===== src/csr_pkg.sv =====
`default_nettype none

package csr_pkg;

    localparam int csr_addr_w = 14;
    localparam int xlen       = 32;
    localparam int ecode_w    = 7;

    // csr addresses
    localparam logic [csr_addr_w-1:0] csr_crmd   = 14'h000;
    localparam logic [csr_addr_w-1:0] csr_prmd   = 14'h001;
    localparam logic [csr_addr_w-1:0] csr_ecfg   = 14'h004;
    localparam logic [csr_addr_w-1:0] csr_estat  = 14'h005;
    localparam logic [csr_addr_w-1:0] csr_era    = 14'h006;
    localparam logic [csr_addr_w-1:0] csr_badv   = 14'h007;
    localparam logic [csr_addr_w-1:0] csr_eentry = 14'h00c;

    // exception codes
    localparam logic [ecode_w-1:0] ecode_int = 7'h00;
    localparam logic [ecode_w-1:0] ecode_ade = 7'h08; // fetch address error
    localparam logic [ecode_w-1:0] ecode_ale = 7'h09; // misaligned access
    localparam logic [ecode_w-1:0] ecode_sys = 7'h0b;

    // plv 0, ie 0, da 1
    localparam logic [xlen-1:0] crmd_reset   = 32'h0000_0008;
    localparam logic [xlen-1:0] eentry_reset = 32'h1c00_8000;

    // plv and ie together, saved to prmd on entry
    localparam int st_w = 3;
    localparam int crmd_ie_bit = 2;

    localparam int ecfg_lie_bit = 0;
    localparam int estat_hwi0_bit = 2;
    localparam int estat_ecode_lsb = 16;

endpackage

`default_nettype wire


===== src/csr_mem_if.sv =====
`timescale 1ns/10ps
`default_nettype none

interface csr_mem_if;

    // per-slot records, MEM stage
    logic [csr_pkg::ecode_w-1:0] ecode_a, ecode_b;
    logic                        ecode_we_a, ecode_we_b;
    logic [csr_pkg::xlen-1:0]    badv_a, badv_b;
    logic                        badv_we_a, badv_we_b;
    logic                        ertn;

    // merged action from the arbiter
    logic [csr_pkg::ecode_w-1:0] ecode;
    logic                        ecode_we;
    logic [csr_pkg::xlen-1:0]    badv;
    logic                        badv_we;
    logic [csr_pkg::xlen-1:0]    era;
    logic                        era_we;
    logic                        era_en, eentry_en;
    logic                        store_state, restore_state;
    logic                        flush;
    logic [csr_pkg::xlen-1:0]    flush_pc;

    modport pipe (
        output ecode_a, ecode_b, ecode_we_a, ecode_we_b,
        output badv_a, badv_b, badv_we_a, badv_we_b, ertn,
        input  ecode, ecode_we, badv, badv_we, era, era_we, era_en, eentry_en,
        input  store_state, restore_state, flush, flush_pc
    );

    modport arb (
        input  ecode_a, ecode_b, ecode_we_a, ecode_we_b,
        input  badv_a, badv_b, badv_we_a, badv_we_b, ertn,
        output ecode, ecode_we, badv, badv_we, era, era_we, era_en, eentry_en,
        output store_state, restore_state, flush, flush_pc
    );

endinterface

`default_nettype wire


===== src/csr_wb_if.sv =====
`timescale 1ns/10ps
`default_nettype none

interface csr_wb_if;

    logic [csr_pkg::csr_addr_w-1:0] csr_waddr;
    logic [csr_pkg::xlen-1:0]       csr_we;    // bit mask
    logic [csr_pkg::xlen-1:0]       csr_wdata;

    logic [csr_pkg::ecode_w-1:0]    ecode;
    logic                           ecode_we;
    logic [csr_pkg::xlen-1:0]       badv;
    logic                           badv_we;
    logic [csr_pkg::xlen-1:0]       era;
    logic                           era_we;
    logic                           store_state;
    logic                           restore_state;
    logic                           flush;
    logic [csr_pkg::xlen-1:0]       flush_pc;

    // pending interrupt, file back to pipe
    logic                           interrupt;

    modport pipe (
        output csr_waddr, csr_we, csr_wdata,
        output ecode, ecode_we, badv, badv_we, era, era_we,
        output store_state, restore_state, flush, flush_pc,
        input  interrupt
    );

    modport file (
        input  csr_waddr, csr_we, csr_wdata,
        input  ecode, ecode_we, badv, badv_we, era, era_we,
        input  store_state, restore_state, flush, flush_pc,
        output interrupt
    );

endinterface

`default_nettype wire


===== src/csr_pipe_reg.sv =====
`timescale 1ns/10ps
`default_nettype none

module csr_pipe_reg (
    input  wire logic                           clk,
    input  wire logic                           rstn,
    input  wire logic                           stall_dcache,
    input  wire logic                           stall_ex,
    input  wire logic                           ex_br_a,      // slot A redirects in EX
    input  wire logic [csr_pkg::csr_addr_w-1:0] ex_csr_waddr,
    input  wire logic [csr_pkg::xlen-1:0]       ex_csr_we,
    input  wire logic [csr_pkg::xlen-1:0]       ex_csr_wdata,
    input  wire logic                           ex_ertn,
    input  wire logic [csr_pkg::ecode_w-1:0]    ex_ecode_a,
    input  wire logic [csr_pkg::ecode_w-1:0]    ex_ecode_b,
    input  wire logic                           ex_ecode_we_a,
    input  wire logic                           ex_ecode_we_b,
    input  wire logic [csr_pkg::xlen-1:0]       ex_badv_a,
    input  wire logic [csr_pkg::xlen-1:0]       ex_badv_b,
    input  wire logic                           ex_badv_we_a,
    input  wire logic                           ex_badv_we_b,
    csr_mem_if.pipe                             mem,
    csr_wb_if.pipe                              wb
);

    logic [csr_pkg::csr_addr_w-1:0] mem_csr_waddr;
    logic [csr_pkg::xlen-1:0]       mem_csr_we;
    logic [csr_pkg::xlen-1:0]       mem_csr_wdata;
    logic                           int_q;  // interrupt seen one stage ago
    logic                           hold;
    logic                           int_take;
    logic                           ex_fault;

    assign hold     = stall_dcache | stall_ex;
    assign int_take = wb.interrupt & ~int_q;
    assign ex_fault = (|ex_ecode_a) | (|ex_ecode_b);

    always_ff @(posedge clk) begin
        if (!rstn) begin
            mem_csr_we       <= '0;
            mem.ertn         <= 1'b0;
            mem.ecode_we_a   <= 1'b0;
            mem.ecode_we_b   <= 1'b0;
            mem.badv_we_a    <= 1'b0;
            mem.badv_we_b    <= 1'b0;
            wb.csr_we        <= '0;
            wb.ecode_we      <= 1'b0;
            wb.badv_we       <= 1'b0;
            wb.era_we        <= 1'b0;
            wb.store_state   <= 1'b0;
            wb.restore_state <= 1'b0;
            wb.flush         <= 1'b0;
            int_q            <= 1'b0;
        end else if (wb.flush) begin
            mem_csr_we       <= '0;
            mem.ertn         <= 1'b0;
            mem.ecode_we_a   <= 1'b0;
            mem.ecode_we_b   <= 1'b0;
            mem.badv_we_a    <= 1'b0;
            mem.badv_we_b    <= 1'b0;
            wb.csr_we        <= '0;
            // only a fresh interrupt survives the flush
            wb.ecode_we      <= int_take;
            wb.badv_we       <= 1'b0;
            wb.era_we        <= int_take;
            wb.store_state   <= int_take;
            wb.restore_state <= 1'b0;
            wb.flush         <= int_take;
            int_q            <= wb.interrupt;
        end else if (!hold) begin
            if (ex_br_a) begin
                mem_csr_we     <= '0; // wrong-path slot
                mem.ertn       <= 1'b0;
                mem.ecode_we_a <= 1'b0;
                mem.ecode_we_b <= 1'b0;
                mem.badv_we_a  <= 1'b0;
                mem.badv_we_b  <= 1'b0;
            end else begin
                mem_csr_we     <= ex_csr_we;
                mem.ertn       <= ex_ertn & ~ex_fault;
                mem.ecode_we_a <= ex_ecode_we_a;
                mem.ecode_we_b <= ex_ecode_we_b;
                mem.badv_we_a  <= ex_badv_we_a;
                mem.badv_we_b  <= ex_badv_we_b;
            end
            wb.csr_we        <= (|mem.ecode) ? '0 : mem_csr_we; // faulting op writes nothing
            wb.ecode_we      <= mem.ecode_we;
            wb.badv_we       <= mem.badv_we;
            wb.era_we        <= mem.era_we;
            // state change only rides with its redirect
            wb.store_state   <= mem.store_state & mem.eentry_en;
            wb.restore_state <= mem.restore_state & mem.era_en;
            wb.flush         <= mem.flush;
            int_q            <= wb.interrupt;
        end
    end

    // payload, qualified by the control bits above
    always_ff @(posedge clk) begin
        if (!hold && !wb.flush) begin
            mem_csr_waddr <= ex_csr_waddr;
            mem_csr_wdata <= ex_csr_wdata;
            mem.ecode_a   <= ex_ecode_a;
            mem.ecode_b   <= ex_ecode_b;
            mem.badv_a    <= ex_badv_a;
            mem.badv_b    <= ex_badv_b;
        end
        if (!hold || wb.flush) begin
            wb.csr_waddr <= mem_csr_waddr;
            wb.csr_wdata <= mem_csr_wdata;
            wb.ecode     <= mem.ecode;
            wb.badv      <= mem.badv;
            wb.era       <= mem.era;
            wb.flush_pc  <= mem.flush_pc;
        end
    end

endmodule

`default_nettype wire


===== src/csr_regfile.sv =====
`timescale 1ns/10ps
`default_nettype none

module csr_regfile (
    input  wire logic                           clk,
    input  wire logic                           rstn,
    input  wire logic                           irq,
    input  wire logic [csr_pkg::csr_addr_w-1:0] csr_raddr,
    csr_wb_if.file                              wb,
    output      logic [csr_pkg::xlen-1:0]       csr_rdata,
    output      logic [csr_pkg::xlen-1:0]       eentry,
    output      logic [csr_pkg::xlen-1:0]       era_csr
);

    logic [csr_pkg::xlen-1:0] crmd;
    logic [csr_pkg::xlen-1:0] prmd;
    logic [csr_pkg::xlen-1:0] ecfg;
    logic [csr_pkg::xlen-1:0] estat;
    logic [csr_pkg::xlen-1:0] era;
    logic [csr_pkg::xlen-1:0] badv;
    logic [csr_pkg::xlen-1:0] eentry_q;

    // old value with masked bits replaced
    function automatic logic [csr_pkg::xlen-1:0] merge(
        input logic [csr_pkg::xlen-1:0] old,
        input logic [csr_pkg::xlen-1:0] mask,
        input logic [csr_pkg::xlen-1:0] data
    );
        return (old & ~mask) | (data & mask);
    endfunction

    always_ff @(posedge clk) begin
        if (!rstn) begin
            crmd     <= csr_pkg::crmd_reset;
            prmd     <= '0;
            ecfg     <= '0;
            estat    <= '0;
            era      <= '0;
            badv     <= '0;
            eentry_q <= csr_pkg::eentry_reset;
        end else begin
            if (|wb.csr_we) begin
                case (wb.csr_waddr)
                    csr_pkg::csr_crmd:   crmd     <= merge(crmd, wb.csr_we, wb.csr_wdata);
                    csr_pkg::csr_prmd:   prmd     <= merge(prmd, wb.csr_we, wb.csr_wdata);
                    csr_pkg::csr_ecfg:   ecfg     <= merge(ecfg, wb.csr_we, wb.csr_wdata);
                    csr_pkg::csr_estat:  estat    <= merge(estat, wb.csr_we, wb.csr_wdata);
                    csr_pkg::csr_era:    era      <= merge(era, wb.csr_we, wb.csr_wdata);
                    csr_pkg::csr_badv:   badv     <= merge(badv, wb.csr_we, wb.csr_wdata);
                    csr_pkg::csr_eentry: eentry_q <= merge(eentry_q, wb.csr_we, wb.csr_wdata);
                    default: ;
                endcase
            end

            // exception entry, save plv/ie and drop to kernel
            if (wb.store_state) begin
                prmd[csr_pkg::st_w-1:0] <= crmd[csr_pkg::st_w-1:0];
                crmd[csr_pkg::st_w-1:0] <= '0;
            end
            if (wb.restore_state) begin
                crmd[csr_pkg::st_w-1:0] <= prmd[csr_pkg::st_w-1:0];
            end

            if (wb.ecode_we) begin
                estat[csr_pkg::estat_ecode_lsb +: csr_pkg::ecode_w] <= wb.ecode;
            end
            if (wb.era_we) begin
                era <= wb.era;
            end
            if (wb.badv_we) begin
                badv <= wb.badv;
            end

            estat[csr_pkg::estat_hwi0_bit] <= irq; // hw owned
        end
    end

    assign wb.interrupt = irq & ecfg[csr_pkg::ecfg_lie_bit] & crmd[csr_pkg::crmd_ie_bit];

    always_comb begin
        case (csr_raddr)
            csr_pkg::csr_crmd:   csr_rdata = crmd;
            csr_pkg::csr_prmd:   csr_rdata = prmd;
            csr_pkg::csr_ecfg:   csr_rdata = ecfg;
            csr_pkg::csr_estat:  csr_rdata = estat;
            csr_pkg::csr_era:    csr_rdata = era;
            csr_pkg::csr_badv:   csr_rdata = badv;
            csr_pkg::csr_eentry: csr_rdata = eentry_q;
            default:             csr_rdata = '0;
        endcase
    end

    assign eentry  = eentry_q;
    assign era_csr = era;

endmodule

`default_nettype wire


===== src/csr_top.sv =====
`timescale 1ns/10ps
`default_nettype none

module csr_top (
    input  wire logic                           clk,
    input  wire logic                           rstn,
    input  wire logic                           stall_dcache,
    input  wire logic                           stall_ex,
    input  wire logic                           ex_br_a,
    input  wire logic [csr_pkg::csr_addr_w-1:0] ex_csr_waddr,
    input  wire logic [csr_pkg::xlen-1:0]       ex_csr_we,
    input  wire logic [csr_pkg::xlen-1:0]       ex_csr_wdata,
    input  wire logic                           ex_ertn,
    input  wire logic [csr_pkg::ecode_w-1:0]    ex_ecode_a,
    input  wire logic [csr_pkg::ecode_w-1:0]    ex_ecode_b,
    input  wire logic                           ex_ecode_we_a,
    input  wire logic                           ex_ecode_we_b,
    input  wire logic [csr_pkg::xlen-1:0]       ex_badv_a,
    input  wire logic [csr_pkg::xlen-1:0]       ex_badv_b,
    input  wire logic                           ex_badv_we_a,
    input  wire logic                           ex_badv_we_b,
    input  wire logic [csr_pkg::xlen-1:0]       mem_pc_a,
    input  wire logic [csr_pkg::xlen-1:0]       mem_pc_b,
    input  wire logic                           irq,
    input  wire logic [csr_pkg::csr_addr_w-1:0] csr_raddr,
    output      logic [csr_pkg::xlen-1:0]       csr_rdata,
    output      logic                           flush,
    output      logic [csr_pkg::xlen-1:0]       flush_pc
);

    csr_mem_if mem_bus ();
    csr_wb_if  wb_bus ();

    logic [csr_pkg::xlen-1:0] eentry;
    logic [csr_pkg::xlen-1:0] era_csr;

    csr_pipe_reg u_pipe (
        .clk(clk), .rstn(rstn), .stall_dcache(stall_dcache), .stall_ex(stall_ex),
        .ex_br_a(ex_br_a), .ex_csr_waddr(ex_csr_waddr), .ex_csr_we(ex_csr_we),
        .ex_csr_wdata(ex_csr_wdata), .ex_ertn(ex_ertn),
        .ex_ecode_a(ex_ecode_a), .ex_ecode_b(ex_ecode_b),
        .ex_ecode_we_a(ex_ecode_we_a), .ex_ecode_we_b(ex_ecode_we_b),
        .ex_badv_a(ex_badv_a), .ex_badv_b(ex_badv_b),
        .ex_badv_we_a(ex_badv_we_a), .ex_badv_we_b(ex_badv_we_b),
        .mem(mem_bus.pipe), .wb(wb_bus.pipe)
    );

    exc_arbiter u_arb (
        .mem_pc_a(mem_pc_a), .mem_pc_b(mem_pc_b), .eentry(eentry), .era_csr(era_csr),
        .mem(mem_bus.arb), .interrupt(wb_bus.interrupt)
    );

    csr_regfile u_file (
        .clk(clk), .rstn(rstn), .irq(irq), .csr_raddr(csr_raddr), .wb(wb_bus.file),
        .csr_rdata(csr_rdata), .eentry(eentry), .era_csr(era_csr)
    );

    // redirect straight from the WB registers
    assign flush    = wb_bus.flush;
    assign flush_pc = wb_bus.flush_pc;

endmodule

`default_nettype wire


===== src/exc_arbiter.sv =====
`timescale 1ns/10ps
`default_nettype none

module exc_arbiter (
    input  wire logic [csr_pkg::xlen-1:0] mem_pc_a,
    input  wire logic [csr_pkg::xlen-1:0] mem_pc_b,
    input  wire logic [csr_pkg::xlen-1:0] eentry,
    input  wire logic [csr_pkg::xlen-1:0] era_csr,
    csr_mem_if.arb                        mem,
    input  wire logic                     interrupt
);

    always_comb begin
        mem.ecode         = '0;
        mem.ecode_we      = 1'b0;
        mem.badv          = '0;
        mem.badv_we       = 1'b0;
        mem.era           = '0;
        mem.era_we        = 1'b0;
        mem.era_en        = 1'b0;
        mem.eentry_en     = 1'b0;
        mem.store_state   = 1'b0;
        mem.restore_state = 1'b0;
        mem.flush         = 1'b0;
        mem.flush_pc      = '0;

        if (interrupt) begin
            mem.ecode    = csr_pkg::ecode_int;
            mem.ecode_we = 1'b1;
            mem.era      = mem_pc_a; // taken before slot A
            mem.era_we   = 1'b1;
        end else if (mem.ecode_we_a) begin
            mem.ecode    = mem.ecode_a;
            mem.ecode_we = 1'b1;
            mem.badv     = mem.badv_a;
            mem.badv_we  = mem.badv_we_a;
            mem.era      = mem_pc_a;
            mem.era_we   = 1'b1;
        end else if (mem.ecode_we_b) begin
            mem.ecode    = mem.ecode_b;
            mem.ecode_we = 1'b1;
            mem.badv     = mem.badv_b;
            mem.badv_we  = mem.badv_we_b;
            mem.era      = mem_pc_b;
            mem.era_we   = 1'b1;
        end else if (mem.ertn) begin
            mem.restore_state = 1'b1;
            mem.era_en        = 1'b1;
            mem.flush         = 1'b1;
            mem.flush_pc      = era_csr;
        end

        // common exception entry
        if (mem.ecode_we) begin
            mem.store_state = 1'b1;
            mem.eentry_en   = 1'b1;
            mem.flush       = 1'b1;
            mem.flush_pc    = eentry;
        end
    end

endmodule

`default_nettype wire


===== config.mk =====
export PLATFORM = sky130hd
export DESIGN_NAME = csr_top
export DESIGN_NICKNAME = d
export VERILOG_FILES = /design/src/csr_pkg.sv /design/src/csr_mem_if.sv /design/src/csr_wb_if.sv /design/src/csr_pipe_reg.sv /design/src/csr_regfile.sv /design/src/csr_top.sv /design/src/exc_arbiter.sv
export SDC_FILE = /design/constraint.sdc
export NUM_CORES = 1
export LEC_CHECK = 0
export BUFFER_PORTS_ARGS = -buffer_cell sky130_fd_sc_hd__buf_2
export CORE_MARGIN = 4
export CORE_UTILIZATION = 40
export DETAILED_ROUTE_END_ITERATION = 10
export PLACE_DENSITY_LB_ADDON = 0.05
export RECOVER_POWER = 100
export REMOVE_ABC_BUFFERS = 1
export SLEW_MARGIN = 20
export SYNTH_ARGS = -nofsm -noshare
export SYNTH_HDL_FRONTEND = slang
export SYNTH_SLANG_ARGS = --single-unit
export TNS_END_PERCENT = 10

===== constraint.sdc =====
create_clock -name clk -period 9.1 [get_ports clk]
set_input_delay 2.275 -clock clk [delete_from_list [all_inputs] [get_ports clk]]
set_output_delay 2.275 -clock clk [all_outputs]
set_load 0.005 [all_outputs]

## Word level (Yosys, flattened, before mapping)

Index checks and enable logic that the tools add are counted.

- Equal/unequal tests: 13
- Reduce and logical (&&, ||, !) cells: 30
- Bitwise operators: 25
- Muxes and demuxes: 57

Operators by type and width:

| operator | count |
|---|---|
| $mux 32 | 18 |
| $and 32x32->32 | 8 |
| $or 32x32->32 | 7 |
| $pmux 32 s7 | 1 |
| $eq 14x3->1 const B | 8 |
| $mux 23 | 2 |
| $not 32->32 | 1 |
| $reduce_or 32->1 | 1 |
| $eq 14x1->1 const B | 2 |
| $eq 14x4->1 const B | 2 |
| $logic_not 14->1 | 2 |
| $mux 7 | 4 |
| $mux 1 | 25 |
| $mux 3 | 7 |
| $reduce_or 7->1 | 3 |
| $reduce_and 2->1 | 10 |
| $reduce_bool 2->1 | 7 |
| $reduce_bool 3->1 | 2 |
| $and 1x1->1 | 4 |
| $not 1->1 | 3 |
| $logic_not 1->1 | 2 |
| $ne 2x1->1 const B | 1 |
| $or 1x1->1 | 2 |
| $reduce_or 2->1 | 1 |
| 2 further kinds | 2 |

- Input bits: 245
- Output and inout port bits: 65
- Word-level logic and storage cells: 161
- Bits in registers: 572

## Logic depth before layout (Yosys ltp)

Gate-level depths: netlist (run 1).

- Word-level depth: 7
- Depth in mapped cells: 8
- Mapped depth without buffers: 5

## By module

A second synthesis (run 1) with hierarchy kept.

- Cell total of the unflattened synthesis: 2326
- Area, all modules: 24903.9 µm²

By module, submodules not included:

| module | cells each | seq. area each (µm²) | area each (µm²) | times used |
|---|---|---|---|---|
| csr_regfile | 1329 | 4484.3 | 11753.8 | 1 |
| csr_pipe_reg | 625 | 9719.3 | 11244.5 | 1 |
| exc_arbiter | 372 | 0.0 | 1905.6 | 1 |

## Least setup slack after synthesis (run 1)

Ideal clock, no wire load.

- Path type: input-to-reg
- Start point: input port stall_ex
- End point: register u_pipe.wb.flush
- Data required time: 9.012 ns
- Library setup time: 0.088 ns
- Arrival: 8.645 ns
- Buffers on the path: 1
- Slack: 0.367 ns
- Stages on the path: 5
- Path through: or2_2 -> clkbuf_1 -> nor2_1 -> a21oi_1 -> a21boi_0

- Longest elaborated chain between the ends: 3

Ends and longest elaborated chain:

| item | RTL line | RTL |
|---|---|---|
| from (decl) | csr_top.sv:8 | `input wire logic stall_ex,` |
| $or 1x1->1 | csr_pipe_reg.sv:34 | `assign hold = stall_dcache \| stall_ex;` |
| $mux 1 | csr_pipe_reg.sv:70 | `end else if (!hold) begin` |
| $mux 1 | csr_pipe_reg.sv:54 | `end else if (wb.flush) begin` |
| to (decl) | csr_wb_if.sv:27 | `output store_state, restore_state, flush, flush_pc,` |

No other way between the ends.
A chain may end at the register's enable or synchronous reset.

## Worst setup path in the final report (run 1)

- Start point: input port csr_raddr[13] (netlist name)
- End point: output port csr_rdata[2] (netlist name)

- Longest elaborated chain between the ends: 2
- Elaborated cells between the ends (all ways): 8
- Classes of those cells: eq/ne (6); mux (1); reduce/logical (1)

Ends and longest elaborated chain:

| item | RTL line | RTL |
|---|---|---|
| from (decl) | csr_top.sv:25 | `input wire logic [csr_pkg::csr_addr_w-1:0] csr_raddr,` |
| $eq 14x4->1 (tied with other cells) | csr_regfile.sv:81 | `case (csr_raddr)` |
| $pmux 32 s7 * | csr_regfile.sv:81 |  |
| to (decl) | csr_top.sv:26 | `output logic [csr_pkg::xlen-1:0] csr_rdata,` |

Mark *: on every way between the ends. The rest lies on a longest branch, timed or not.

==> run_summary.xml, run 1 <==
<?xml version="1.0" encoding="UTF-8"?>
<metrics>
  <group name="clock_tree">
    <metric name="clkTransAtPathRegs" unit="ns">0.06</metric>
    <metric name="cts-buffers-inserted" unit="">61</metric>
    <metric name="cts.path.max_buffers" unit="">3</metric>
    <metric name="htreeDepth" unit="">2</metric>
    <metric name="worst_skew_pair.late_latency" unit="ns">0.62</metric>
    <metric name="cts_setup_buffers" unit="">0</metric>
    <metric name="cts_num_sinks" unit="">571</metric>
    <metric name="cts_tree" unit="">yes</metric>
    <metric name="hold_buffers" unit="">0</metric>
    <metric name="post_cts.resized_instances" unit="">0</metric>
    <metric name="cts_root_buf" unit="">sky130_fd_sc_hd__clkbuf_16</metric>
  </group>
  <group name="finish">
    <metric name="num-nets-final" unit="">2636</metric>
    <metric name="antenna_diode_count" unit="">0</metric>
    <metric name="utilization" unit="%">47.4</metric>
    <metric name="areaGrowthSynthToFinish" unit="%">17.4</metric>
    <metric name="drive_gt1_share" unit="%">16.3</metric>
  </group>
  <group name="route">
    <metric name="detailedRoute.firstIterationViolations" unit="">1642</metric>
    <metric name="final_antenna_net_count" unit="">0</metric>
    <metric name="route.final.wire_length" unit="um">74400</metric>
    <metric name="drt_drc_violations_left" unit="">0</metric>
    <metric name="vias" unit="">18200</metric>
    <metric name="drt_pre_antenna_iters" unit="">8</metric>
    <metric name="via_per_inst" unit="">5.66</metric>
    <metric name="route.detailed.wl_per_inst" unit="um">23.2</metric>
  </group>
  <group name="yosys">
    <metric name="yosysWarnings" unit="">0</metric>
    <metric name="number_of_instances_in_the_synthesized_netlist" unit="">2176</metric>
    <metric name="yosys.cell_types.count" unit="">53</metric>
    <metric name="syn_avg_cell_area" unit="um2">10.7</metric>
    <metric name="synth_enable_flop_cells" unit="">273</metric>
    <metric name="async_set_or_reset_register_ratio_after_synthesis" unit="%">0</metric>
    <metric name="synth.largest_area_cell" unit="">sky130_fd_sc_hd__edfxtp_1</metric>
    <metric name="synth_flop_cell" unit="">sky130_fd_sc_hd__dfxtp_1</metric>
    <metric name="mappedNetlistArea" unit="mm2">0.0234</metric>
    <metric name="yosys.area.top_type_share" unit="%">35.1</metric>
    <metric name="ys_ff_latch" unit="">571</metric>
    <metric name="sequential_share_of_the_synthesized_area" unit="%">60.6</metric>
    <metric name="synth.area.top_cells" unit="">sky130_fd_sc_hd__edfxtp_1 (35%), sky130_fd_sc_hd__dfxtp_1 (26%), sky130_fd_sc_hd__nand2_1 (7.1%), sky130_fd_sc_hd__mux2i_1 (4.0%), sky130_fd_sc_hd__a21oi_1 (2.7%)</metric>
  </group>
  <group name="critical_path">
    <metric name="path_class" unit="">in -&gt; out</metric>
    <metric name="critPathArrivalTime" unit="ns">5.62</metric>
    <metric name="slowest_delay" unit="ns">1.04</metric>
    <metric name="path_buf_inv" unit="">3</metric>
    <metric name="critPathRequiredTime" unit="ns">6.83</metric>
    <metric name="critPathCaptureType" unit="">output port</metric>
    <metric name="slowest_cell_on_crit_path" unit="">sky130_fd_sc_hd__clkbuf_1</metric>
    <metric name="timing.critical_path.max_delay_family" unit="">simple AND/OR/NAND/NOR gates</metric>
    <metric name="path_cells" unit="">buf_2, nor4_1, nand4_1, nor2_4, clkbuf_1, a222oi_1, nand3_1, buf_2</metric>
    <metric name="critical_path_peak_fanout" unit="">17</metric>
    <metric name="most_prevalent_standard_cell_on_the_critical_path" unit="">sky130_fd_sc_hd__buf_2</metric>
    <metric name="critical_path_source_type" unit="">input pin</metric>
  </group>
  <group name="placement">
    <metric name="place_congestion" unit="">0.790</metric>
    <metric name="hpwlAfterDp" unit="um">45100</metric>
    <metric name="number_of_port_buffers" unit="">309</metric>
  </group>
  <group name="floorplan">
    <metric name="io_pins" unit="">310</metric>
    <metric name="die_height" unit="um">250</metric>
    <metric name="std_cell_rows" unit="">88</metric>
    <metric name="die_width" unit="um">250</metric>
    <metric name="design.die.area" unit="mm2">0.0624</metric>
    <metric name="initial_core_util" unit="%">40.4</metric>
    <metric name="coreArea" unit="mm2">0.0578</metric>
  </group>
  <group name="timing">
    <metric name="layout_worst_path_cycle_share" unit="%">86.7</metric>
    <metric name="max_slew_margin" unit="%">-178</metric>
    <metric name="rsz0062_at_grt" unit="">no</metric>
    <metric name="final_hold_viol_count" unit="">0</metric>
    <metric name="setup_tns" unit="ns">0</metric>
    <metric name="setup_skew_after_layout" unit="ns">0.0127</metric>
    <metric name="tightestPinTransition" unit="ns">4.18</metric>
    <metric name="slew_violations" unit="">749</metric>
    <metric name="timing.final.setup_violations" unit="">0</metric>
    <metric name="period_minus_slack" unit="ns">7.89</metric>
    <metric name="f_max" unit="MHz">127</metric>
  </group>
  <group name="power">
    <metric name="power.ir.vdd_worst" unit="V">0.000142</metric>
    <metric name="power.static_leakage" unit="uW">0.0106</metric>
    <metric name="power.density" unit="mW/mm2">204</metric>
  </group>
  <group name="global_routing">
    <metric name="grt_max_degree" unit="">85</metric>
    <metric name="vias_in_the_first_global_route" unit="">17900</metric>
    <metric name="gr-total-overflow" unit="">0</metric>
    <metric name="grt.total_usage" unit="%">22.8</metric>
    <metric name="antenna_violations_before_repair" unit="">3</metric>
    <metric name="grt_first_pass_wirelength" unit="um">110000</metric>
  </group>
  <group name="outcome">
    <metric name="violated_checks" unit="">capacitance limit, slew limit</metric>
    <metric name="run_status" unit="">complete, but fails checks</metric>
  </group>
  <group name="min_path">
    <metric name="hold_path.class" unit="">reg -&gt; reg</metric>
  </group>
  <group name="job">
    <metric name="drv.max_cap_violation_count" unit="">15</metric>
  </group>
</metrics>
-- per-layer routing --
layer / part of all wire (%) / up-vias / GRT usage [%] / wire length (um)
li1: - / 8513 / - / -
met1: 46 / 8916 / 32.6 / 34000
met2: 45 / 637 / 36.6 / 33800
met3: 6.8 / 106 / 3.32 / 5070
met4: 2.0 / 0 / 5.74 / 1500
met5: 0 / - / 0 / 0
-- stage by stage --
| stage | total power (uW) | area, um2 | std cells | setup slack [ns] | hold WS [ns] |
|---|---|---|---|---|---|
| after global placement | 3110 | 25500 | 3093 | 2.13 | 0.404 |
| after global routing | 5800 | 27400 | 3209 | 1.16 | 0.423 |
| final | 5600 | 27400 | 3209 | 1.21 | 0.410 |
| after CTS | 5670 | 27600 | 3209 | 2.05 | 0.412 |
| after floorplan | 2960 | 22600 | 1982 | 0.193 | 0.400 |
| after detailed placement | 3110 | 25500 | 3093 | 2.05 | 0.405 |
-- cells in the mapped netlist (40+ instances only) --
cell,number
sky130_fd_sc_hd__nand3_1,96
sky130_fd_sc_hd__dfxtp_1,298
sky130_fd_sc_hd__a22o_1,69
sky130_fd_sc_hd__nand2_1,444
sky130_fd_sc_hd__a222oi_1,64
sky130_fd_sc_hd__a21oi_1,128
sky130_fd_sc_hd__a21boi_0,58
sky130_fd_sc_hd__clkbuf_1,169
sky130_fd_sc_hd__mux2i_1,93
sky130_fd_sc_hd__o21ai_0,112
sky130_fd_sc_hd__and3_1,40
sky130_fd_sc_hd__edfxtp_1,273
sky130_fd_sc_hd__a41o_1,40
-- layout make-up --
| type | count | area (um2) |
|---|---|---|
| Clock inverter | 31 | 298 |
| Sequential cell | 571 | 14200 |
| Fill cell | 5371 | 30400 |
| Multi-Input combinational cell | 1407 | 8510 |
| Inverter | 4 | 16.3 |
| Clock buffer | 85 | 1770 |
| Tap cell | 765 | 957 |
| Timing Repair Buffer | 346 | 1700 |
-- final timing paths --
kind / from / end / slack, ns / depth (start not counted)
max: csr_raddr[13] / csr_rdata[2] / 1.21 / 8
min: u_pipe.mem_csr_wdata[30] / u_pipe.wb.csr_wdata[30] / 0.41 / 0
max reg2reg: u_file.crmd[2] / u_pipe.wb.flush_pc[15] / 3.06 / 7
min reg2reg: u_pipe.mem_csr_wdata[30] / u_pipe.wb.csr_wdata[30] / 0.41 / 0
-- logic make-up (layout without fill, tap and decap cells) --
| kind of cell | Yosys count | count (layout) | synth area share [%] |
|---|---|---|---|
| DFF | 571 | 571 | 60.6 |
| muxes | 96 | 96 | 4.13 |
| AOI/OAI and AO/OA | 563 | 563 | 17.2 |
| buffers and inverters | 198 | 466 | 3.31 |
| and+or+nand+nor | 748 | 748 | 14.8 |
-- layout by cell type, fill, tap and decap left out, drive strengths merged, types with 5 or more instances in the layout --
cell type / n
a41o: 40
or2: 5
nand2: 444
nor2: 38
a21boi: 58
o21a: 29
a222oi: 64
nand3b: 37
buf: 270
a21oi: 128
nor3b: 12
nand2b: 5
clkinv: 23
nand4: 5
nor3: 18
o21ai: 115
and3: 40
bufinv: 6
dfxtp: 298
clkbuf: 161
a211oi: 30
a22o: 69
mux2i: 93
nor2b: 12
nand3: 96
nor4: 19
a311oi: 18
edfxtp: 273
-- power breakdown --
group          total (uW)  switching [uW]  internal, uW
clock network        2540            1030          1520
logic                 241             158          83.0
registers            2820            41.8          2780
total                5600            1230          4380
No activity file was read; power rests on OpenSTA's default activity.
==> run 2, diff against run 1 <==
- CELL_PAD_IN_SITES_DETAIL_PLACEMENT: not set -> 0
- CELL_PAD_IN_SITES_GLOBAL_PLACEMENT: not set -> 1
- CTS_BUF_LIST: not set -> sky130_fd_sc_hd__clkbuf_16
- clock period: 9.1 -> 9.5 ns (I/O delays scaled with it)
==> run_summary.xml, run 2 (synthesis results as in run 1) <==
<?xml version="1.0" encoding="UTF-8"?>
<metrics>
  <group name="global_routing">
    <metric name="gr-total-overflow" unit="">0</metric>
    <metric name="grt_max_degree" unit="">96</metric>
    <metric name="vias_in_the_first_global_route" unit="">18000</metric>
    <metric name="antenna_violations_before_repair" unit="">2</metric>
    <metric name="grt_first_pass_wirelength" unit="um">111000</metric>
    <metric name="grt.total_usage" unit="%">23.1</metric>
  </group>
  <group name="finish">
    <metric name="areaGrowthSynthToFinish" unit="%">16.8</metric>
    <metric name="drive_gt1_share" unit="%">16.4</metric>
    <metric name="mostFrequentLayoutCell" unit="">sky130_fd_sc_hd__nand2_1</metric>
    <metric name="layout_common_cells" unit="">sky130_fd_sc_hd__nand2_1 (444), sky130_fd_sc_hd__dfxtp_1 (295), sky130_fd_sc_hd__edfxtp_1 (273)</metric>
    <metric name="num-nets-final" unit="">2631</metric>
  </group>
  <group name="route">
    <metric name="detailedRoute.firstIterationViolations" unit="">1704</metric>
    <metric name="final_antenna_net_count" unit="">0</metric>
    <metric name="route.detailed.wl_per_inst" unit="um">23.3</metric>
    <metric name="vias" unit="">18300</metric>
    <metric name="via_per_inst" unit="">5.70</metric>
    <metric name="drt_drc_violations_left" unit="">0</metric>
    <metric name="drt_pre_antenna_iters" unit="">6</metric>
    <metric name="route.final.wire_length" unit="um">74800</metric>
  </group>
  <group name="critical_path">
    <metric name="timing.critical_path.max_delay_family" unit="">simple AND/OR/NAND/NOR gates</metric>
    <metric name="critPathRequiredTime" unit="ns">9.98</metric>
    <metric name="path_cells" unit="">buf_2, nand3_1, nand2b_1, nor2_1, clkbuf_1, nand3_1, nand2_1</metric>
    <metric name="critPathCaptureType" unit="">register</metric>
    <metric name="critPathArrivalTime" unit="ns">8.37</metric>
    <metric name="critical_path_peak_fanout" unit="">66</metric>
    <metric name="most_prevalent_standard_cell_on_the_critical_path" unit="">sky130_fd_sc_hd__nand3_1</metric>
    <metric name="path_buf_inv" unit="">2</metric>
    <metric name="slowest_delay" unit="ns">2.24</metric>
    <metric name="slowest_cell_on_crit_path" unit="">sky130_fd_sc_hd__nor2_1</metric>
    <metric name="critical_path_source_type" unit="">input pin</metric>
    <metric name="path_class" unit="">in -&gt; reg</metric>
  </group>
  <group name="power">
    <metric name="power.density" unit="mW/mm2">193</metric>
    <metric name="design_power_total" unit="uW">5260</metric>
    <metric name="power.ir.vdd_worst" unit="V">0.000150</metric>
    <metric name="power.static_leakage" unit="uW">0.0107</metric>
  </group>
  <group name="timing">
    <metric name="timing.final.setup_violations" unit="">0</metric>
    <metric name="slew_violations" unit="">613</metric>
    <metric name="rsz0062_at_grt" unit="">no</metric>
    <metric name="period_minus_slack" unit="ns">7.89</metric>
    <metric name="f_max" unit="MHz">127</metric>
    <metric name="max_slew_margin" unit="%">-195</metric>
    <metric name="tightestPinTransition" unit="ns">4.42</metric>
    <metric name="final_hold_viol_count" unit="">0</metric>
    <metric name="setup_skew_after_layout" unit="ns">0.0271</metric>
    <metric name="layout_worst_path_cycle_share" unit="%">83.0</metric>
    <metric name="setup_tns" unit="ns">0</metric>
  </group>
  <group name="clock_tree">
    <metric name="cts_setup_buffers" unit="">0</metric>
    <metric name="cts_root_buf" unit="">sky130_fd_sc_hd__clkbuf_16</metric>
    <metric name="cts-buffers-inserted" unit="">60</metric>
    <metric name="cts_num_sinks" unit="">571</metric>
    <metric name="hold_buffers" unit="">0</metric>
    <metric name="post_cts.resized_instances" unit="">0</metric>
    <metric name="htreeDepth" unit="">2</metric>
    <metric name="cts.path.max_buffers" unit="">3</metric>
    <metric name="clkTransAtPathRegs" unit="ns">0.06</metric>
    <metric name="cts_tree" unit="">yes</metric>
    <metric name="worst_skew_pair.late_latency" unit="ns">0.64</metric>
  </group>
  <group name="placement">
    <metric name="place_congestion" unit="">0.792</metric>
    <metric name="hpwlAfterDp" unit="um">44300</metric>
    <metric name="number_of_port_buffers" unit="">309</metric>
  </group>
  <group name="min_path">
    <metric name="hold_path.class" unit="">reg -&gt; reg</metric>
  </group>
  <group name="job">
    <metric name="drv.max_cap_violation_count" unit="">14</metric>
  </group>
  <group name="floorplan">
    <metric name="coreArea" unit="mm2">0.0578</metric>
    <metric name="die_height" unit="um">250</metric>
    <metric name="initial_core_util" unit="%">40.4</metric>
    <metric name="die_width" unit="um">250</metric>
    <metric name="io_pins" unit="">310</metric>
    <metric name="design.die.area" unit="mm2">0.0624</metric>
    <metric name="std_cell_rows" unit="">88</metric>
  </group>
  <group name="outcome">
    <metric name="violated_checks" unit="">capacitance limit, slew limit</metric>
    <metric name="run_status" unit="">complete, but fails checks</metric>
  </group>
</metrics>
run 2: final cells by class:
class / instances / area (um2)
antenna: 1 / 2.50
timing repair buffer: 342 / 1690
clock inverter: 53 / 418
multi-input combinational: 1407 / 8520
clock buffer: 61 / 1530
tap: 765 / 957
sequential: 571 / 14200
fill: 5460 / 30500
inverter: 4 / 20.0
run 2: final timing paths:
path	endpoint	from	cells past startpoint	slack, ns
setup / recovery	u_pipe.wb.flush_pc[17]	irq	7	1.61
hold / removal	u_pipe.wb.csr_wdata[14]	u_pipe.mem_csr_wdata[14]	0	0.42
setup reg to reg	u_pipe.wb.flush_pc[17]	u_file.crmd[2]	6	3.08
hold reg to reg	u_pipe.wb.csr_wdata[14]	u_pipe.mem_csr_wdata[14]	0	0.42
run 2: report_power, final:
| group | leakage [uW] | switching [uW] | internal (uW) |
|---|---|---|---|
| Combinational | 0.00460 | 153 | 79.6 |
| Sequential | 0.00503 | 39.0 | 2660 |
| Clock | 0.00102 | 1000 | 1330 |
run 2: through the flow:
step / std cells / setup WS, ns / hold slack [ns] / utilization (%) / instance area, um2
floorplan: 1982 / 0.493 / 0.400 / - / 22600
global placement: 3089 / 2.63 / 0.403 / 44.1 / 25500
detailed placement: 3089 / 2.49 / 0.405 / 44.1 / 25500
CTS: 3203 / 2.47 / 0.417 / 47.5 / 27500
global route: 3203 / 1.18 / 0.420 / 47.2 / 27300
finish: 3204 / 1.61 / 0.418 / 47.2 / 27300
run 2: routing by layer:
layer / vias up / wire length (um) / track usage [%] / part of all wire (%)
li1: 8514 / - / - / -
met3: 116 / 5140 / 4.07 / 6.9
met5: - / 14 / 0 / 0.019
met2: 665 / 34600 / 36.8 / 46
met1: 8959 / 33300 / 32.6 / 45
met4: 2 / 1740 / 6.38 / 2.3
